==> config.mk <==
export PLATFORM = sky130hd
export DESIGN_NAME = meta_predictor
export DESIGN_NICKNAME = d
export VERILOG_FILES = /design/src/logic/meta_pkg.sv /design/src/logic/confidence_table.sv /design/src/logic/update_handshake.sv /design/src/logic/source_select.sv /design/src/logic/meta_predictor.sv
export SDC_FILE = /design/constraint.sdc
export NUM_CORES = 1
export LEC_CHECK = 0
export BUFFER_PORTS_ARGS = -buffer_cell sky130_fd_sc_hd__buf_2
export CAP_MARGIN = 40
export CELL_PAD_IN_SITES_DETAIL_PLACEMENT = 2
export CELL_PAD_IN_SITES_GLOBAL_PLACEMENT = 2
export CORE_ASPECT_RATIO = 1.75
export CORE_MARGIN = 2
export CORE_UTILIZATION = 39
export CTS_CLUSTER_DIAMETER = 30
export DETAILED_ROUTE_END_ITERATION = 7
export PLACE_DENSITY = 0.8
export SLEW_MARGIN = 10
export SYNTH_ARGS = -nofsm -noshare
export SYNTH_HDL_FRONTEND = slang
export SYNTH_HIERARCHICAL = 1
export SYNTH_SLANG_ARGS = --single-unit
==> constraint.sdc <==
create_clock -name clk -period 3.85 [get_ports clk]
set_clock_uncertainty 0.1 [all_clocks]
set_input_delay 0 -clock clk [delete_from_list [all_inputs] [get_ports clk]]
set_output_delay 0 -clock clk [all_outputs]
set_load 0.02 [all_outputs]
==> src/logic/meta_pkg.sv <==
`default_nettype none

package meta_pkg;

  // branch kinds, codes 6 and 7 are not branches.
  typedef logic [2:0] kind_t;

  localparam kind_t BEQ  = 3'd5;
  localparam kind_t BNE  = 3'd4;
  localparam kind_t BLT  = 3'd3;
  localparam kind_t BGE  = 3'd2;
  localparam kind_t BLTU = 3'd1;
  localparam kind_t BGEU = 3'd0;

  localparam int NUM_KINDS   = 6;
  localparam int COUNT_WIDTH = 2; // lhp and ghp direction counters.

  typedef enum logic [1:0]
  {
    SRC_SP  = 2'd0,
    SRC_LHP = 2'd1,
    SRC_GHP = 2'd2
  } source_t;

  typedef struct packed
  {
    kind_t                  kind;
    logic                   sp_taken;
    logic [COUNT_WIDTH-1:0] lhp_count;
    logic [COUNT_WIDTH-1:0] ghp_count;
  } branch_query_t;

  typedef struct packed
  {
    branch_query_t query;
    logic          taken; // resolved direction.
  } branch_update_t;

  function automatic logic kind_valid(kind_t kind);
    return kind < kind_t'(NUM_KINDS);
  endfunction

endpackage

`default_nettype wire

==> src/logic/confidence_table.sv <==
`timescale 1ns/1ps
`default_nettype none

module confidence_table #(
  parameter int unsigned INDEX_WIDTH = 1,
  parameter int unsigned STAT_WIDTH = 6,
  parameter logic [STAT_WIDTH-1:0] STAT_INIT = '0
)(
  input  wire                    clk,
  input  wire                    rst_n,
  input  meta_pkg::kind_t        rd_kind,
  input  wire  [INDEX_WIDTH-1:0] rd_index,
  output logic [STAT_WIDTH-1:0]  rd_stat,
  input  wire                    wr_en,
  input  meta_pkg::kind_t        wr_kind,
  input  wire  [INDEX_WIDTH-1:0] wr_index,
  input  wire                    wr_taken
);

  localparam int DEPTH = 2 ** INDEX_WIDTH;
  localparam logic [STAT_WIDTH-1:0] STAT_MAX = {STAT_WIDTH{1'b1}};

  logic [STAT_WIDTH-1:0] stat_mem [meta_pkg::NUM_KINDS][DEPTH];

  meta_pkg::kind_t       rd_row;
  meta_pkg::kind_t       wr_row;
  logic                  wr_valid;
  logic                  wr_hit;
  logic [STAT_WIDTH-1:0] wr_cur;
  logic [STAT_WIDTH-1:0] wr_next;

  // ~~~~~~~~~~~~~~~~~~~~~~~~~~~~~~
  // read port.
  always_comb
  begin
    rd_row = meta_pkg::kind_valid(rd_kind) ? rd_kind : '0; // keep the row in range.
    if (meta_pkg::kind_valid(rd_kind))
    begin
      rd_stat = stat_mem[rd_row][rd_index];
    end
    else
    begin
      rd_stat = '0; // not a branch.
    end
  end

  // ~~~~~~~~~~~~~~~~~~~~~~~~~~~~~~
  // write port, saturating step.
  always_comb
  begin
    wr_valid = wr_en && meta_pkg::kind_valid(wr_kind);
    wr_row   = meta_pkg::kind_valid(wr_kind) ? wr_kind : '0;
    wr_cur   = stat_mem[wr_row][wr_index];
    wr_hit   = wr_index[INDEX_WIDTH-1] == wr_taken; // top index bit is the guess.
    wr_next  = wr_cur;
    if (wr_hit && wr_cur != STAT_MAX)
    begin
      wr_next = wr_cur + 1'b1;
    end
    else if (!wr_hit && wr_cur != '0)
    begin
      wr_next = wr_cur - 1'b1;
    end
  end

  always_ff @(posedge clk)
  begin
    if (!rst_n)
    begin
      for (int k = 0; k < meta_pkg::NUM_KINDS; k++)
      begin
        for (int i = 0; i < DEPTH; i++)
        begin
          stat_mem[k][i] <= STAT_INIT;
        end
      end
    end
    else if (wr_valid)
    begin
      stat_mem[wr_row][wr_index] <= wr_next;
    end
  end

endmodule

`default_nettype wire

==> src/logic/update_handshake.sv <==
`timescale 1ns/1ps
`default_nettype none

module update_handshake (
  input  wire                      clk,
  input  wire                      rst_n,
  input  meta_pkg::branch_update_t update,
  input  wire                      update_req,
  output logic                     update_ack,
  output logic                     wr_en,
  output meta_pkg::branch_update_t wr_rec
);

  typedef enum logic
  {
    IDLE  = 1'b0,
    ACKED = 1'b1
  } hs_state_t;

  hs_state_t state;

  // ~~~~~~~~~~~~~~~~~~~~~~~~~~~~~~
  // four-phase req/ack control.
  always_ff @(posedge clk)
  begin
    if (!rst_n)
    begin
      state      <= IDLE;
      update_ack <= 1'b0;
      wr_en      <= 1'b0;
    end
    else
    begin
      wr_en <= 1'b0; // single cycle write strobe.
      case (state)
        IDLE:
        begin
          if (update_req)
          begin
            state      <= ACKED;
            update_ack <= 1'b1;
            wr_en      <= 1'b1;
          end
        end
        ACKED:
        begin
          // hold ack until the requester lets go.
          if (!update_req)
          begin
            state      <= IDLE;
            update_ack <= 1'b0;
          end
        end
        default:
        begin
          state      <= IDLE;
          update_ack <= 1'b0;
        end
      endcase
    end
  end

  // record is captured once per handshake.
  always_ff @(posedge clk)
  begin
    if (state == IDLE && update_req)
    begin
      wr_rec <= update;
    end
  end

endmodule

`default_nettype wire

==> src/logic/source_select.sv <==
`timescale 1ns/1ps
`default_nettype none

module source_select #(
  parameter int unsigned STAT_WIDTH = 6
)(
  input  wire  [STAT_WIDTH-1:0] sp_stat,
  input  wire  [STAT_WIDTH-1:0] lhp_stat,
  input  wire  [STAT_WIDTH-1:0] ghp_stat,
  input  wire                   sp_taken,
  input  wire                   lhp_taken,
  input  wire                   ghp_taken,
  output logic                  prediction_taken,
  output meta_pkg::source_t     prediction_source
);

  logic ghp_wins;
  logic lhp_wins;

  // ties go to ghp, then lhp.
  always_comb
  begin
    ghp_wins = (ghp_stat >= lhp_stat) && (ghp_stat >= sp_stat);
    lhp_wins = !ghp_wins && (lhp_stat >= sp_stat);

    if (ghp_wins)
    begin
      prediction_source = meta_pkg::SRC_GHP;
      prediction_taken  = ghp_taken;
    end
    else if (lhp_wins)
    begin
      prediction_source = meta_pkg::SRC_LHP;
      prediction_taken  = lhp_taken;
    end
    else
    begin
      prediction_source = meta_pkg::SRC_SP;
      prediction_taken  = sp_taken;
    end
  end

endmodule

`default_nettype wire

==> src/logic/meta_predictor.sv <==
`timescale 1ns/1ps
`default_nettype none

module meta_predictor #(
  parameter int unsigned STAT_WIDTH = 6,
  parameter logic [STAT_WIDTH-1:0] SP_STAT_INIT = 2,
  parameter logic [STAT_WIDTH-1:0] LHP_STAT_INIT = 1,
  parameter logic [STAT_WIDTH-1:0] GHP_STAT_INIT = 0
)(
  input  wire                      clk,
  input  wire                      rst_n,
  input  meta_pkg::branch_query_t  query,
  output logic                     prediction_taken,
  output meta_pkg::source_t        prediction_source,
  input  meta_pkg::branch_update_t update,
  input  wire                      update_req,
  output logic                     update_ack
);

  localparam int CW = meta_pkg::COUNT_WIDTH;

  logic                     wr_en;
  meta_pkg::branch_update_t wr_rec;
  logic [STAT_WIDTH-1:0]    sp_stat;
  logic [STAT_WIDTH-1:0]    lhp_stat;
  logic [STAT_WIDTH-1:0]    ghp_stat;

  update_handshake update_handshake_i (
    .clk        (clk),
    .rst_n      (rst_n),
    .update     (update),
    .update_req (update_req),
    .update_ack (update_ack),
    .wr_en      (wr_en),
    .wr_rec     (wr_rec)
  );

  // ~~~~~~~~~~~~~~~~~~~~~~~~~~~~~~
  // one table per sub-predictor, indexed by its own state.
  confidence_table #(
    .INDEX_WIDTH (1),
    .STAT_WIDTH  (STAT_WIDTH),
    .STAT_INIT   (SP_STAT_INIT)
  ) sp_table (
    .clk      (clk),
    .rst_n    (rst_n),
    .rd_kind  (query.kind),
    .rd_index (query.sp_taken),
    .rd_stat  (sp_stat),
    .wr_en    (wr_en),
    .wr_kind  (wr_rec.query.kind),
    .wr_index (wr_rec.query.sp_taken),
    .wr_taken (wr_rec.taken)
  );

  confidence_table #(
    .INDEX_WIDTH (CW),
    .STAT_WIDTH  (STAT_WIDTH),
    .STAT_INIT   (LHP_STAT_INIT)
  ) lhp_table (
    .clk      (clk),
    .rst_n    (rst_n),
    .rd_kind  (query.kind),
    .rd_index (query.lhp_count),
    .rd_stat  (lhp_stat),
    .wr_en    (wr_en),
    .wr_kind  (wr_rec.query.kind),
    .wr_index (wr_rec.query.lhp_count),
    .wr_taken (wr_rec.taken)
  );

  confidence_table #(
    .INDEX_WIDTH (CW),
    .STAT_WIDTH  (STAT_WIDTH),
    .STAT_INIT   (GHP_STAT_INIT)
  ) ghp_table (
    .clk      (clk),
    .rst_n    (rst_n),
    .rd_kind  (query.kind),
    .rd_index (query.ghp_count),
    .rd_stat  (ghp_stat),
    .wr_en    (wr_en),
    .wr_kind  (wr_rec.query.kind),
    .wr_index (wr_rec.query.ghp_count),
    .wr_taken (wr_rec.taken)
  );

  source_select #(
    .STAT_WIDTH (STAT_WIDTH)
  ) source_select_i (
    .sp_stat           (sp_stat),
    .lhp_stat          (lhp_stat),
    .ghp_stat          (ghp_stat),
    .sp_taken          (query.sp_taken),
    .lhp_taken         (query.lhp_count[CW-1]), // counter msb is the guess.
    .ghp_taken         (query.ghp_count[CW-1]),
    .prediction_taken  (prediction_taken),
    .prediction_source (prediction_source)
  );

endmodule

`default_nettype wire

==> impl_summary.log, run 1 <==
INFO  metric toolErrorMsg = [ERROR GRT-0232] Routing congestion too high. Check the congestion heatmap in the GUI.
INFO  metric cts_max_level = 3
INFO  metric gp_routability_congestion = 0.9723
INFO  metric synth_area_per_cell = 11.66 um2
INFO  metric global_route.usage.total = 55.14%
INFO  metric number_of_enable_type_register_cells_in_the_synthesized_netlist = 489
INFO  metric pin_count_of_the_biggest_net_entering_global_routing = 46
INFO  metric synth_ff_type = sky130_fd_sc_hd__edfxtp_1
INFO  metric netlist.top_cell.by_area = sky130_fd_sc_hd__edfxtp_1
INFO  metric haltStage = 5_1_grt
INFO  metric fp-row-count = 128
INFO  metric synth_largest_type_area_fraction = 53.80%
INFO  metric io_pins = 24
INFO  metric synth-seq-cells = 492
INFO  metric synth.distinct_cells = 104
INFO  metric dp.cells = 3443
INFO  metric asyncSetResetFlopFracSynth = 0%
INFO  metric synth.yosys.seq_area_share = 54.02%
INFO  metric synth.cell_area = 0.02729 mm2
INFO  metric cts_inserted_buffers = 89
INFO  metric numClockSinks = 492
INFO  metric syn-instance-count = 2341
INFO  metric global_route.overflow_total = 11
INFO  metric post-dp-hpwl = 89730 um
INFO  metric die_x = 204.0 um
INFO  metric die_height = 354.0 um
INFO  metric clock_path_buffers = 3
INFO  metric status = stopped before the end
INFO  metric worstEpCategory = register data pin
INFO  metric grt_worst_setup_endpoint = lhp_table/stat_mem[4][3]$_SDFFCE_PN0P_/D
INFO  metric synth-warning-count = 6
INFO  metric synth.net_count = 2398
INFO  metric root_buffer = sky130_fd_sc_hd__clkbuf_16
INFO  metric ys_top_cells_by_area = sky130_fd_sc_hd__edfxtp_1 (54%), sky130_fd_sc_hd__mux4_2 (5.5%), sky130_fd_sc_hd__nor2_1 (4.9%)
INFO  metric floorplan.initialDensity = 39.27%
INFO  metric buffers_added_on_ports = 23
kinds of logic after synthesis:
family,Yosys count,share of synthesized area (%)
AO/OA/AOI/OAI,406,10.97
XOR/XNOR,10,0.4034
adder cells (fa/ha/maj),37,1.696
buffers and inverters,221,4.250
flip-flops,492,54.02
multiplexers,214,11.83
AND/OR/NAND/NOR,961,16.83
Yosys cell counts (11+ instances only):
library cell and instances:
sky130_fd_sc_hd__nand2b_1 49, sky130_fd_sc_hd__clkbuf_1 90, sky130_fd_sc_hd__inv_1 44, sky130_fd_sc_hd__a221oi_1 13, sky130_fd_sc_hd__and3b_1 43, sky130_fd_sc_hd__a311oi_1 18
sky130_fd_sc_hd__a211oi_1 60, sky130_fd_sc_hd__nor2_2 38, sky130_fd_sc_hd__buf_2 32, sky130_fd_sc_hd__a211o_1 12, sky130_fd_sc_hd__o221ai_1 11, sky130_fd_sc_hd__mux4_1 11
sky130_fd_sc_hd__mux2i_1 89, sky130_fd_sc_hd__edfxtp_1 489, sky130_fd_sc_hd__a21oi_1 89, sky130_fd_sc_hd__mux4_2 67, sky130_fd_sc_hd__nor2_1 353, sky130_fd_sc_hd__buf_4 12
sky130_fd_sc_hd__nor2b_1 25, sky130_fd_sc_hd__o22ai_1 33, sky130_fd_sc_hd__nor3_1 23, sky130_fd_sc_hd__buf_6 16, sky130_fd_sc_hd__nand2_1 251, sky130_fd_sc_hd__a31oi_1 25
sky130_fd_sc_hd__nand3_1 88, sky130_fd_sc_hd__o21ai_0 35, sky130_fd_sc_hd__a22oi_1 14, sky130_fd_sc_hd__mux2_2 42, sky130_fd_sc_hd__nand4_1 11, sky130_fd_sc_hd__ha_1 37
per-stage QoR:
stage / worst slack, ns / instance area, um2 / hold WS [ns] / util (%)
2_1_floorplan: -0.08761 / 27420 / -0.001131 / -
3_3_place_gp: -0.4831 / 30750 / 0.07946 / 44.25
3_5_place_dp: -0.6330 / 30750 / 0.08299 / 44.25
4_1_cts: -0.4234 / 36030 / 0.005271 / 51.84
metal layers:
metal  GRT usage (%)  GRT overflow
met4           59.00             7
met1           52.97             0
met2           78.93             3
met3           31.15             1
met5           1.482             0
repair_timing:
action | in CTS
pin swaps | 78
setup endpoints to repair | 483
hold buffers | 17
buffers inserted | 70
gates cloned | 11
gates resized for setup | 291
hold endpoints to repair | 21
==> inputs of run 2 (changes only) <==
CELL_PAD_IN_SITES_DETAIL_PLACEMENT = not set   (was 2)
CELL_PAD_IN_SITES_GLOBAL_PLACEMENT = not set   (was 2)
CORE_ASPECT_RATIO = not set   (was 1.75)
CORE_UTILIZATION = 24   (was 39)
CTS_CLUSTER_DIAMETER = not set   (was 30)
PLACE_DENSITY = not set   (was 0.8)
PLACE_DENSITY_LB_ADDON = 0.15   (was not set)
clock period = 5 ns   (was 3.85 ns; I/O delays follow)
==> impl_summary.log, run 2 <==
INFO  metric grt_setup_unrepaired = false
INFO  metric worstSkewPairLatency = 0.66 ns
INFO  metric asyncSetResetFlopFracSynth = 0% (unchanged)
INFO  metric finalCriticalPeriod = 4.720 ns
INFO  metric pwr_density_cell = 350.7 mW/mm2
INFO  metric clock_share_of_power = 40.1%
INFO  metric start_point_of_the_worst_min_delay_path = update[8]
INFO  metric crit_path_end_kind = flip-flop
INFO  metric cp_top_family = simple AND/OR/NAND/NOR gates
INFO  metric buffers_added_on_ports = 23 (unchanged)
INFO  metric finish.instance_area = 0.03168 mm2
INFO  metric worst_path_most_repeated_cell = sky130_fd_sc_hd__inv_1
INFO  metric hold_class = in -> reg
INFO  metric worstReg2RegStart = update_handshake_i/wr_rec[8]$_DFFE_PP_
INFO  metric ys_top_cells_by_area = sky130_fd_sc_hd__edfxtp_1 (54%), sky130_fd_sc_hd__mux4_2 (5.5%), sky130_fd_sc_hd__nor2_1 (4.9%)
INFO  metric floorplan.initialDensity = 24.23% (-15 points)
INFO  metric final_hold_viol_count = 0
INFO  metric dpl_cell_area = 0.02952 mm2 (-4.0%)
INFO  metric crit_path_cell_trace = buf_4 > inv_1 > ha_2 > and2_1 > buf_4 > a311oi_1 > or3_1 > a211oi_2 > inv_1 > ha_1 > nand4_1 > or4_4 > mux2i_1 > xnor2_2 > inv_1
INFO  metric seq_pwr_share = 43.0%
INFO  metric synth.distinct_cells = 104 (unchanged)
INFO  metric netlist.top_cell.by_area = sky130_fd_sc_hd__edfxtp_1
INFO  metric finalSetupTns = 0 ns
INFO  metric clkTransAtPathRegs = 0.06 ns
INFO  metric maxSlewHeadroom = 39.04%
INFO  metric synth_area_per_cell = 11.66 um2 (unchanged)
INFO  metric synth-seq-cells = 492 (unchanged)
INFO  metric pin_count_of_the_biggest_net_entering_global_routing = 54
INFO  metric grt_first_pass_wirelength = 147200 um
INFO  metric synth_ff_type = sky130_fd_sc_hd__edfxtp_1
INFO  metric tritoncts_clock_tree = built
INFO  metric global_route.usage.total = 17.13%
INFO  metric synth-warning-count = 6 (unchanged)
INFO  metric global_route.overflow_total = 0
INFO  metric int_pwr = 7919 uW
INFO  metric placeable_area = 0.1127 mm2
INFO  metric swShare = 28.74%
INFO  metric peakVddDrop = 0.0003252 V
INFO  metric detailedRoute.firstIterationViolations = 2110
INFO  metric timing.critical_path.arrival = 4.94 ns
INFO  metric cp_slowest_stage_delay = 0.73 ns
INFO  metric final.period_utilization = 94.41%
INFO  metric post_dr_wirelength_cell = 25.66 um
INFO  metric pwr-share-comb = 16.9%
INFO  metric drt-total-wl = 101400 um
INFO  metric dpl_worst_slack = 0.2473 ns (+0.8803 ns)
INFO  metric die_height = 341.2 um (-3.6%)
INFO  metric path_max_fanout = 11
INFO  metric timing_max_transition_violations_final = 0
INFO  metric critical-path-slowest-cell = sky130_fd_sc_hd__xnor2_2
INFO  metric fin_total_pwr = 11110 uW
INFO  metric switchingPower = 3194 uW
INFO  metric synth.cell_area = 0.02729 mm2 (unchanged)
INFO  metric synth.top_cells.by_count = sky130_fd_sc_hd__edfxtp_1 (489), sky130_fd_sc_hd__nor2_1 (353), sky130_fd_sc_hd__nand2_1 (251), sky130_fd_sc_hd__clkbuf_1 (90)
INFO  metric power.leakage = 0.01113 uW
INFO  metric tightestPinTransition = 0.9098 ns
INFO  metric post-dp-hpwl = 73310 um (-18%)
INFO  metric worst-endpoint-required = 5.22 ns
INFO  metric design.die.area = 0.1164 mm2
INFO  metric setup.worst_path.start_class = flip-flop
INFO  metric io_pins = 24 (unchanged)
INFO  metric grt_pass1_vias = 20080
INFO  metric syn-instance-count = 2341 (unchanged)
INFO  metric max_cap_violations = 0
INFO  metric gp_routability_congestion = 0.9130 (-6.1%)
INFO  metric critical_path_buf_inv_count = 5
INFO  metric drt_first_pass_iters = 8
INFO  metric avgViaCountPerCell = 5.060
INFO  metric crit_path_start = update_handshake_i/wr_rec[8]$_DFFE_PP_
INFO  metric status = complete, no violations
INFO  metric synthToLayoutAreaGrowth = 16.09%
INFO  metric route.antenna.remaining_nets = 0
INFO  metric die_x = 341.2 um (+67%)
INFO  metric nets = 2457
INFO  metric critical_path_class = reg -> reg
INFO  metric mostFrequentLayoutCell = sky130_fd_sc_hd__edfxtp_1
INFO  metric library_cell_with_the_highest_instance_count_after_synthesis = sky130_fd_sc_hd__edfxtp_1
INFO  metric fp-row-count = 123 (-3.9%)
INFO  metric number_of_enable_type_register_cells_in_the_synthesized_netlist = 489 (unchanged)
INFO  metric report.final.setup_viol = 0
INFO  metric numClockSinks = 492 (unchanged)
INFO  metric drt_drc_violations_left = 0
INFO  metric achievable-frequency = 0.2118 GHz
INFO  metric cts_max_level = 2 (-1)
INFO  metric number_of_antenna_violations_at_the_first_check_in_global_routing = 2
INFO  metric layout_setup_ws = 0.2796 ns
INFO  metric cts_inserted_buffers = 59 (-34%)
INFO  metric clock_path_buffers = 3 (unchanged)
INFO  metric final_layout_size_suffix_gt1_share = 17.93%
INFO  metric final.fill_count = 11690
INFO  metric synth_largest_type_area_fraction = 53.80% (unchanged)
INFO  metric synth.yosys.seq_area_share = 54.02% (unchanged)
INFO  metric dr_total_vias = 19990
INFO  metric post-route-util = 28.12%
INFO  metric root_buffer = sky130_fd_sc_hd__clkbuf_16
INFO  metric final_cell_mix = sky130_fd_sc_hd__edfxtp_1 (489), sky130_fd_sc_hd__nor2_1 (353), sky130_fd_sc_hd__nand2_1 (251)
INFO  metric synth.net_count = 2398 (unchanged)
INFO  metric top_regs = ghp_table/stat_mem x192, lhp_table/stat_mem x192, sp_table/stat_mem x96
run 2: cell counts after synthesis:
No cell type changed its count.
run 2: cell type report:
| class | count | area [um2] | area share [%] |
|---|---|---|---|
| inverters | 56 | 210.2 | 0.6635 |
| multi-input cells | 1628 | 11430 | 36.07 |
| clock buffers | 71 | 1564 | 4.936 |
| well taps | 1500 | 1877 | 5.924 |
| repair buffers | 163 | 1455 | 4.593 |
| clock inverters | 39 | 402.9 | 1.272 |
| diodes | 1 | 2.502 | 0.007898 |
| flip-flops and latches | 492 | 14740 | 46.54 |
run 2: final timing paths:
kind	to	slack, ns	cells past startpoint
min reg2reg	update_handshake_i/wr_en$_SDFF_PP0_	0.44	2
max reg2reg	lhp_table/stat_mem[7][18]$_DFFE_PP_	0.28	15
max	lhp_table/stat_mem[7][18]$_DFFE_PP_	0.28	15
min	update_handshake_i/wr_rec[8]$_DFFE_PP_	0.09	2
run 2: worst register-to-register path, delay by kind of cell, from the launching register on:
kind | cells | cell delay (ns)
AOI/OAI and AO/OA | 2 | 0.49
xor gates and xnor gates | 1 | 0.73
adders and majority gates | 2 | 0.62
buffers and inverters | 5 | 0.86
DFF | 1 | 0.48
muxes | 1 | 0.11
and+or+nand+nor | 4 | 0.98
run 2: layer usage:
metal / up-vias / part of all wire, % / routed length (um) / track usage, %
li1: 8974 / - / - / -
met1: 10310 / 46 / 46730 / 24.16
met2: 587 / 47 / 48100 / 28.37
met3: 112 / 4.9 / 4980 / 2.178
met4: 2 / 1.5 / 1540 / 3.001
met5: - / 0.013 / 13 / 0
run 2: cell families after synthesis:
family | synth area share [%]
and+or+nand+nor | 16.83
muxes | 11.83
AOI/OAI and AO/OA | 10.97
buffers and inverters | 4.250
DFF | 54.02
xor gates and xnor gates | 0.4034
adders and majority gates | 1.696
run 2: power groups by stage:
stage               clock (uW)  combinational [uW]  sequential (uW)
detailed placement           0                1870             4860
global route              4720                2000             4790
floorplan                    0                1120             4820
global placement             0                1840             4860
finish                    4450                1880             4780
CTS                       4590                1890             4780
run 2: per-stage QoR:
step           std cells  hold slack [ns]
6_report            3950          0.08962
5_1_grt             3949          0.04571
3_5_place_dp        3820          0.08181
2_1_floorplan       2341        -0.001131
3_3_place_gp        3811          0.08111
4_1_cts             3949         0.006671
run 2: timing repair:
| item | CTS | global route |
|---|---|---|
| buffers inserted | 0 | 0 |
| hold endpoints to repair | 119 | 0 |
| hold buffers | 19 | 0 |
| resized for setup | 0 | 0 |
No activity file was read; power rests on OpenSTA's default activity.
==> inputs of run 3 (changes only) <==
clock period = 4 ns   (was 5 ns; I/O delays follow)
==> impl_summary.log, run 3 (same netlist as run 2, synthesis figures left out) <==
INFO  metric die_height = 341.2 um (unchanged)
INFO  metric clock_path_buffers = 3 (unchanged)
INFO  metric global_route.usage.total = 18.19% (+1.1 points)
INFO  metric report.final.setup_viol = 224 (+224)
INFO  metric numClockSinks = 492 (unchanged)
INFO  metric cts_max_level = 2 (unchanged)
INFO  metric worstReg2RegStart = update_handshake_i/wr_rec[8]$_DFFE_PP_
INFO  metric route.antenna.remaining_nets = 0 (unchanged)
INFO  metric max_cap_violations = 0 (unchanged)
INFO  metric drt_first_pass_iters = 5 (-3)
INFO  metric worst_path_most_repeated_cell = sky130_fd_sc_hd__buf_6
INFO  metric nets = 2730 (+11%)
INFO  metric start_point_of_the_worst_min_delay_path = update[8]
INFO  metric tritoncts_clock_tree = built
INFO  metric critical-path-slowest-cell = sky130_fd_sc_hd__o41a_1
INFO  metric met2WireLength = 52500 um (+9.2%)
INFO  metric root_buffer = sky130_fd_sc_hd__clkbuf_16
INFO  metric crit_path_start = update_handshake_i/wr_rec[8]$_DFFE_PP_
INFO  metric met3WireLength = 6504 um (+31%)
INFO  metric synthToLayoutAreaGrowth = 31.40%
INFO  metric floorplan.initialDensity = 24.23% (unchanged)
INFO  metric status = finished with violations
INFO  metric highest_layer = met5
INFO  metric worstSkewPairLatency = 0.68 ns (+0.02 ns)
INFO  metric detailedRoute.firstIterationViolations = 1984 (-6.0%)
INFO  metric dr_total_vias = 21640 (+8.3%)
INFO  metric cp_top_family = compound AO/OA/AOI/OAI gates
INFO  metric grt_first_pass_wirelength = 155900 um (+5.9%)
INFO  metric peakVddDrop = 0.0003250 V (about the same)
INFO  metric tightestPinTransition = 0.8672 ns (-0.04263 ns)
INFO  metric drt-total-wl = 111100 um (+9.6%)
INFO  metric path_max_fanout = 8 (-3)
INFO  metric top_regs = ghp_table/stat_mem x192, lhp_table/stat_mem x192, sp_table/stat_mem x96
INFO  metric wl_met1 = 49770 um (+6.5%)
INFO  metric clkTransAtPathRegs = 0.06 ns (about the same)
INFO  metric cp_slowest_stage_delay = 0.44 ns (-0.29 ns)
INFO  metric layout_setup_ws = -0.1607 ns (-0.4404 ns)
INFO  metric critical_path_class = reg -> reg
INFO  metric mostFrequentLayoutCell = sky130_fd_sc_hd__edfxtp_1
INFO  metric final.fill_count = 11440 (-2.1%)
INFO  metric avgViaCountPerCell = 5.127 (+1.3%)
INFO  metric grt_pass1_vias = 21470 (+6.9%)
INFO  metric global_route.overflow_total = 0 (unchanged)
INFO  metric post-dp-hpwl = 78260 um (+6.7%)
INFO  metric die_x = 341.2 um (unchanged)
INFO  metric final.period_utilization = 104.0% (+9.6 points)
INFO  metric buffers_added_on_ports = 23 (unchanged)
INFO  metric dpl_worst_slack = -0.4356 ns (-0.6829 ns)
INFO  metric timing_max_transition_violations_final = 0 (unchanged)
INFO  metric crit_path_end_kind = flip-flop
INFO  metric achievable-frequency = 0.2403 GHz (+13%)
INFO  metric number_of_antenna_violations_at_the_first_check_in_global_routing = 6 (+4)
INFO  metric finalSetupTns = -11.31 ns (-11.31 ns)
INFO  metric final_layout_size_suffix_gt1_share = 33.32% (+15 points)
INFO  metric timing.critical_path.arrival = 4.46 ns (-0.48 ns)
INFO  metric placeable_area = 0.1127 mm2 (unchanged)
INFO  metric crit_path_cell_trace = buf_6 > buf_6 > ha_4 > nand2b_4 > buf_12 > buf_4 > a211oi_2 > nor3b_1 > o41a_1 > nor2_4 > ha_4 > a21boi_4 > and4_4 > buf_6 > o211ai_1 > o221ai_4 > clkinvlp_4 > buf_6
INFO  metric gp_routability_congestion = 0.9004 (-1.4%)
INFO  metric drt_drc_violations_left = 0 (unchanged)
INFO  metric final_hold_viol_count = 0 (unchanged)
INFO  metric maxSlewHeadroom = 42.19% (+3.1 points)
INFO  metric fp-row-count = 123 (unchanged)
INFO  metric power.leakage = 0.01277 uW (+15%)
INFO  metric design.die.area = 0.1164 mm2 (unchanged)
INFO  metric finalCriticalPeriod = 4.161 ns (-0.5596 ns)
INFO  metric worst-endpoint-required = 4.30 ns (-0.92 ns)
INFO  metric hold_ws = 0.05248 ns (-0.03714 ns)
INFO  metric pin_count_of_the_biggest_net_entering_global_routing = 38 (-30%)
INFO  metric failed_checks = setup timing
INFO  metric pwr_density_cell = 418.5 mW/mm2 (+19%)
INFO  metric cts_inserted_buffers = 59 (unchanged)
INFO  metric setup.worst_path.start_class = flip-flop
INFO  metric post_dr_wirelength_cell = 26.33 um (+2.6%)
INFO  metric hold_class = in -> reg
INFO  metric final_cell_mix = sky130_fd_sc_hd__edfxtp_1 (489), sky130_fd_sc_hd__buf_4 (292), sky130_fd_sc_hd__nor2_1 (282)
INFO  metric io_pins = 24 (unchanged)
INFO  metric critical_path_buf_inv_count = 7 (+2)
INFO  metric grt_setup_unrepaired = true
[run 3: changes by cell type in the layout (fill, tap and decap cells not counted), sizes merged]
cell,before,now
clkbuf,71,79
bufinv,8,7
buf,144,408
inv,52,49
clkinv,31,27
clkinvlp,4,9
diode,1,2
bufbuf,0,1
[run 3: layer usage]
layer	vias to the layer above	track usage, %
li1	9511	-
met1	11220	25.44
met2	772	30.02
met3	135	2.411
met4	2	3.781
met5	-	0
[run 3: worst paths after layout]
check / to / slack (ns) / cells after the start
setup reg to reg: ghp_table/stat_mem[7][20]$_DFFE_PP_ / -0.16 / 18
hold / removal: update_handshake_i/wr_rec[8]$_DFFE_PP_ / 0.05 / 2
hold reg to reg: update_handshake_i/wr_en$_SDFF_PP0_ / 0.44 / 2
setup / recovery: ghp_table/stat_mem[7][20]$_DFFE_PP_ / -0.16 / 18
[run 3: power by group]
part	switching (uW)	leakage [uW]	internal, uW
combinational	2070	0.00702	1400
sequential	100	0.00479	5870
clock	2300	0.000955	3270
[run 3: cell type report]
type | instances | area [um2] | share of cell area (%)
antenna | 2 | 5.005 | 0.01396
clock buffer | 71 | 1594 | 4.445
clock inverter | 36 | 377.9 | 1.054
inverter | 56 | 237.7 | 0.6629
multi-input combinational | 1628 | 12740 | 35.52
sequential | 492 | 14740 | 41.11
tap | 1500 | 1877 | 5.233
timing repair buffer | 436 | 4290 | 11.96
[run 3: worst register-to-register path, stage by stage, from the launching register on]
cell and delay (ns):
sky130_fd_sc_hd__edfxtp_1 0.40, sky130_fd_sc_hd__buf_6 0.15, sky130_fd_sc_hd__buf_6 0.12, sky130_fd_sc_hd__ha_4 0.18
sky130_fd_sc_hd__nand2b_4 0.18, sky130_fd_sc_hd__buf_12 0.15, sky130_fd_sc_hd__buf_4 0.14, sky130_fd_sc_hd__a211oi_2 0.29
sky130_fd_sc_hd__nor3b_1 0.11, sky130_fd_sc_hd__o41a_1 0.44, sky130_fd_sc_hd__nor2_4 0.20, sky130_fd_sc_hd__ha_4 0.16
sky130_fd_sc_hd__a21boi_4 0.20, sky130_fd_sc_hd__and4_4 0.30, sky130_fd_sc_hd__buf_6 0.11, sky130_fd_sc_hd__o211ai_1 0.14
sky130_fd_sc_hd__o221ai_4 0.20, sky130_fd_sc_hd__clkinvlp_4 0.18, sky130_fd_sc_hd__buf_6 0.16
[run 3: metrics by stage]
stage | instance area [um2] | power [uW] | cells | util (%)
finish | 35860 | 15010 | 4221 | 31.84
global route | 35860 | 15490 | 4219 | 31.83
CTS | 34200 | 14590 | 4171 | 30.36
detailed placement | 31280 | 8760 | 4014 | 27.77
global placement | 31260 | 8744 | 4011 | 27.75
floorplan | 27330 | 7434 | 2341 | -
[run 3: timing repair]
item | 4_1_cts | 5_1_grt
buffers inserted | 27 | 39
endpoints found under the setup margin | 395 | 473
resized for setup | 102 | 275
endpoints found under the hold margin | 62 | 0
cloned | 4 | 11
pin swaps | 24 | 104
hold buffers | 19 | 0
==> inputs of run 4 (changes only) <==
SKIP_LAST_GASP = 1   (was not set)
==> impl_summary.log, run 4 (same netlist as run 2, synthesis figures left out) <==
INFO  metric status = finished with violations
INFO  metric failed_checks = setup timing
INFO  metric timing.critical_path.arrival = 4.50 ns (+0.04 ns)
INFO  metric layout_setup_ws = -0.2069 ns (-0.04620 ns)
INFO  metric cts_inserted_buffers = 59 (unchanged)
INFO  metric dpl_worst_slack = -0.4356 ns (unchanged)
INFO  metric tightestPinTransition = 0.9576 ns (+0.09035 ns)
INFO  metric avgViaCountPerCell = 5.136 (+0.18%)
INFO  metric post-dp-hpwl = 78260 um (unchanged)
INFO  metric worst_path_most_repeated_cell = sky130_fd_sc_hd__buf_6
INFO  metric dpl_cell_area = 0.03128 mm2 (unchanged)
INFO  metric die_height = 341.2 um (unchanged)
INFO  metric clock_path_buffers = 3 (unchanged)
INFO  metric global_route.usage.total = 18.18% (about the same)
INFO  metric finalSetupTns = -22.79 ns (-11.48 ns)
INFO  metric pin_count_of_the_biggest_net_entering_global_routing = 38 (unchanged)
INFO  metric tritoncts_clock_tree = built
INFO  metric global_route.overflow_total = 0 (unchanged)
INFO  metric max_cap_violations = 0 (unchanged)
INFO  metric placeable_area = 0.1127 mm2 (unchanged)
INFO  metric path_max_fanout = 8 (unchanged)
INFO  metric root_buffer = sky130_fd_sc_hd__clkbuf_16
INFO  metric fp-row-count = 123 (unchanged)
INFO  metric cp_top_family = buffers and inverters
INFO  metric final_cell_mix = sky130_fd_sc_hd__edfxtp_1 (489), sky130_fd_sc_hd__buf_4 (296), sky130_fd_sc_hd__nor2_1 (287)
INFO  metric critical_path_class = reg -> reg
INFO  metric finish.instance_area = 0.03584 mm2 (about the same)
INFO  metric cp_slowest_stage_delay = 0.50 ns (+0.06 ns)
INFO  metric critical_path_buf_inv_count = 7 (unchanged)
INFO  metric finalCriticalPeriod = 4.207 ns (+0.04620 ns)
INFO  metric detailedRoute.firstIterationViolations = 2153 (+8.5%)
INFO  metric mostFrequentLayoutCell = sky130_fd_sc_hd__edfxtp_1
INFO  metric worstSkewPairLatency = 0.67 ns (about the same)
INFO  metric grt_pass1_vias = 21470 (unchanged)
INFO  metric synthToLayoutAreaGrowth = 31.33% (about the same)
INFO  metric buffers_added_on_ports = 23 (unchanged)
INFO  metric worst-endpoint-required = 4.29 ns (about the same)
INFO  metric crit_path_end_kind = flip-flop
INFO  metric post_dr_wirelength_cell = 26.50 um (+0.65%)
INFO  metric route.antenna.remaining_nets = 0 (unchanged)
INFO  metric setup.worst_path.start_class = flip-flop
INFO  metric maxSlewHeadroom = 35.70% (-6.5 points)
INFO  metric dr_total_vias = 21680 (+0.18%)
INFO  metric post-route-util = 31.82% (about the same)
INFO  metric final_layout_size_suffix_gt1_share = 32.87% (-0.45 points)
INFO  metric design.die.area = 0.1164 mm2 (unchanged)
INFO  metric peakVddDrop = 0.0003237 V (-0.39%)
INFO  metric top_regs = ghp_table/stat_mem x192, lhp_table/stat_mem x192, sp_table/stat_mem x96
INFO  metric die_x = 341.2 um (unchanged)
INFO  metric floorplan.initialDensity = 24.23% (unchanged)
INFO  metric critical-path-slowest-cell = sky130_fd_sc_hd__mux4_2
INFO  metric timing_max_transition_violations_final = 0 (unchanged)
INFO  metric crit_path_cell_trace = buf_6 > buf_6 > ha_4 > nor2b_4 > buf_12 > buf_16 > mux4_2 > mux2i_2 > a2111o_1 > ha_4 > a21boi_4 > and4_4 > buf_6 > o211ai_1 > o221ai_4 > clkinvlp_4 > buf_6
INFO  metric number_of_antenna_violations_at_the_first_check_in_global_routing = 5 (-1)
INFO  metric final_hold_viol_count = 0 (unchanged)
INFO  metric grt_first_pass_wirelength = 155900 um (about the same)
INFO  metric pwr_density_cell = 420.3 mW/mm2 (+0.41%)
INFO  metric cts_max_level = 2 (unchanged)
INFO  metric report.final.setup_viol = 282 (+26%)
INFO  metric io_pins = 24 (unchanged)
INFO  metric power.leakage = 0.01275 uW (-0.13%)
INFO  metric drt-total-wl = 111800 um (+0.65%)
INFO  metric hold_class = in -> reg
INFO  metric achievable-frequency = 0.2377 GHz (-1.1%)
INFO  metric nets = 2731 (+0.037%)
INFO  metric final.period_utilization = 105.2% (+1.2 points)
INFO  metric drt_drc_violations_left = 0 (unchanged)
INFO  metric grt_setup_unrepaired = true
INFO  metric drt_first_pass_iters = 7 (+2)
INFO  metric numClockSinks = 492 (unchanged)
INFO  metric clkTransAtPathRegs = 0.06 ns (about the same)
INFO  metric fin_total_pwr = 15060 uW (+0.35%)
INFO  metric gp_routability_congestion = 0.9004 (unchanged)
[run 4: cell types whose count changed in the layout (fill, tap and decap cells not counted), moves of 4 or more]
cell and change:
sky130_fd_sc_hd__nor2_2 -9, sky130_fd_sc_hd__buf_6 -6, sky130_fd_sc_hd__nor2_1 +5, sky130_fd_sc_hd__buf_4 +4, sky130_fd_sc_hd__nor2_4 +4
[run 4: area by class of cell]
type | instances | area (um2)
timing repair buffer | 437 | 4313
multi-input combinational | 1628 | 12700
antenna | 1 | 2.502
sequential | 492 | 14740
fill | 11430 | 76810
tap | 1500 | 1877
clock buffer | 71 | 1594
inverter | 56 | 232.7
clock inverter | 36 | 377.9
[run 4: report_power, final]
group          switching, uW  internal, uW
clock                   2290          3270
sequential               100          5870
combinational           2100          1430
[run 4: per-stage QoR]
step	hold WS, ns	cells
2_1_floorplan	-0.001131	2341
3_3_place_gp	0.07656	4011
3_5_place_dp	0.08002	4014
4_1_cts	0.02333	4171
5_1_grt	0.03203	4220
6_report	0.05504	4221
[run 4: worst register-to-register path: cells and delay by family, from the launching register on]
family          cells  cell delay (ns)
simple gates        2             0.48
buf+inv             7             1.02
flops               1             0.40
fa+ha+maj           2             0.36
compound gates      4             0.88
mux                 2             0.71
[run 4: worst paths after layout]
| kind | start | end | slack (ns) | cells past startpoint |
|---|---|---|---|---|
| worst min register to register | update_handshake_i/state$_SDFF_PN0_ | update_handshake_i/wr_en$_SDFF_PP0_ | 0.44 | 2 |
| worst max register to register | update_handshake_i/wr_rec[8]$_DFFE_PP_ | ghp_table/stat_mem[7][20]$_DFFE_PP_ | -0.21 | 17 |
| worst min-delay path | update[8] | update_handshake_i/wr_rec[8]$_DFFE_PP_ | 0.06 | 2 |
| worst max-delay path | update_handshake_i/wr_rec[8]$_DFFE_PP_ | ghp_table/stat_mem[7][20]$_DFFE_PP_ | -0.21 | 17 |
[run 4: what timing repair did]
| item | 4_1_cts | 5_1_grt |
|---|---|---|
| hold buffers | 19 | 0 |
| setup endpoints to repair | 395 | 473 |
| hold endpoints to repair | 62 | 0 |
| buffers inserted | 27 | 39 |
| gates resized for setup | 101 | 261 |
| cloned | 4 | 12 |
| pin swaps | 24 | 107 |
[run 4: layer usage]
metal / global-route usage, % / vias to the layer above / share of wire [%]
li1: - / 9516 / -
met1: 25.42 / 11260 / 45
met2: 30.03 / 764 / 47
met3: 2.411 / 139 / 5.8
met4: 3.781 / 2 / 2.4
met5: 0 / - / 0.011
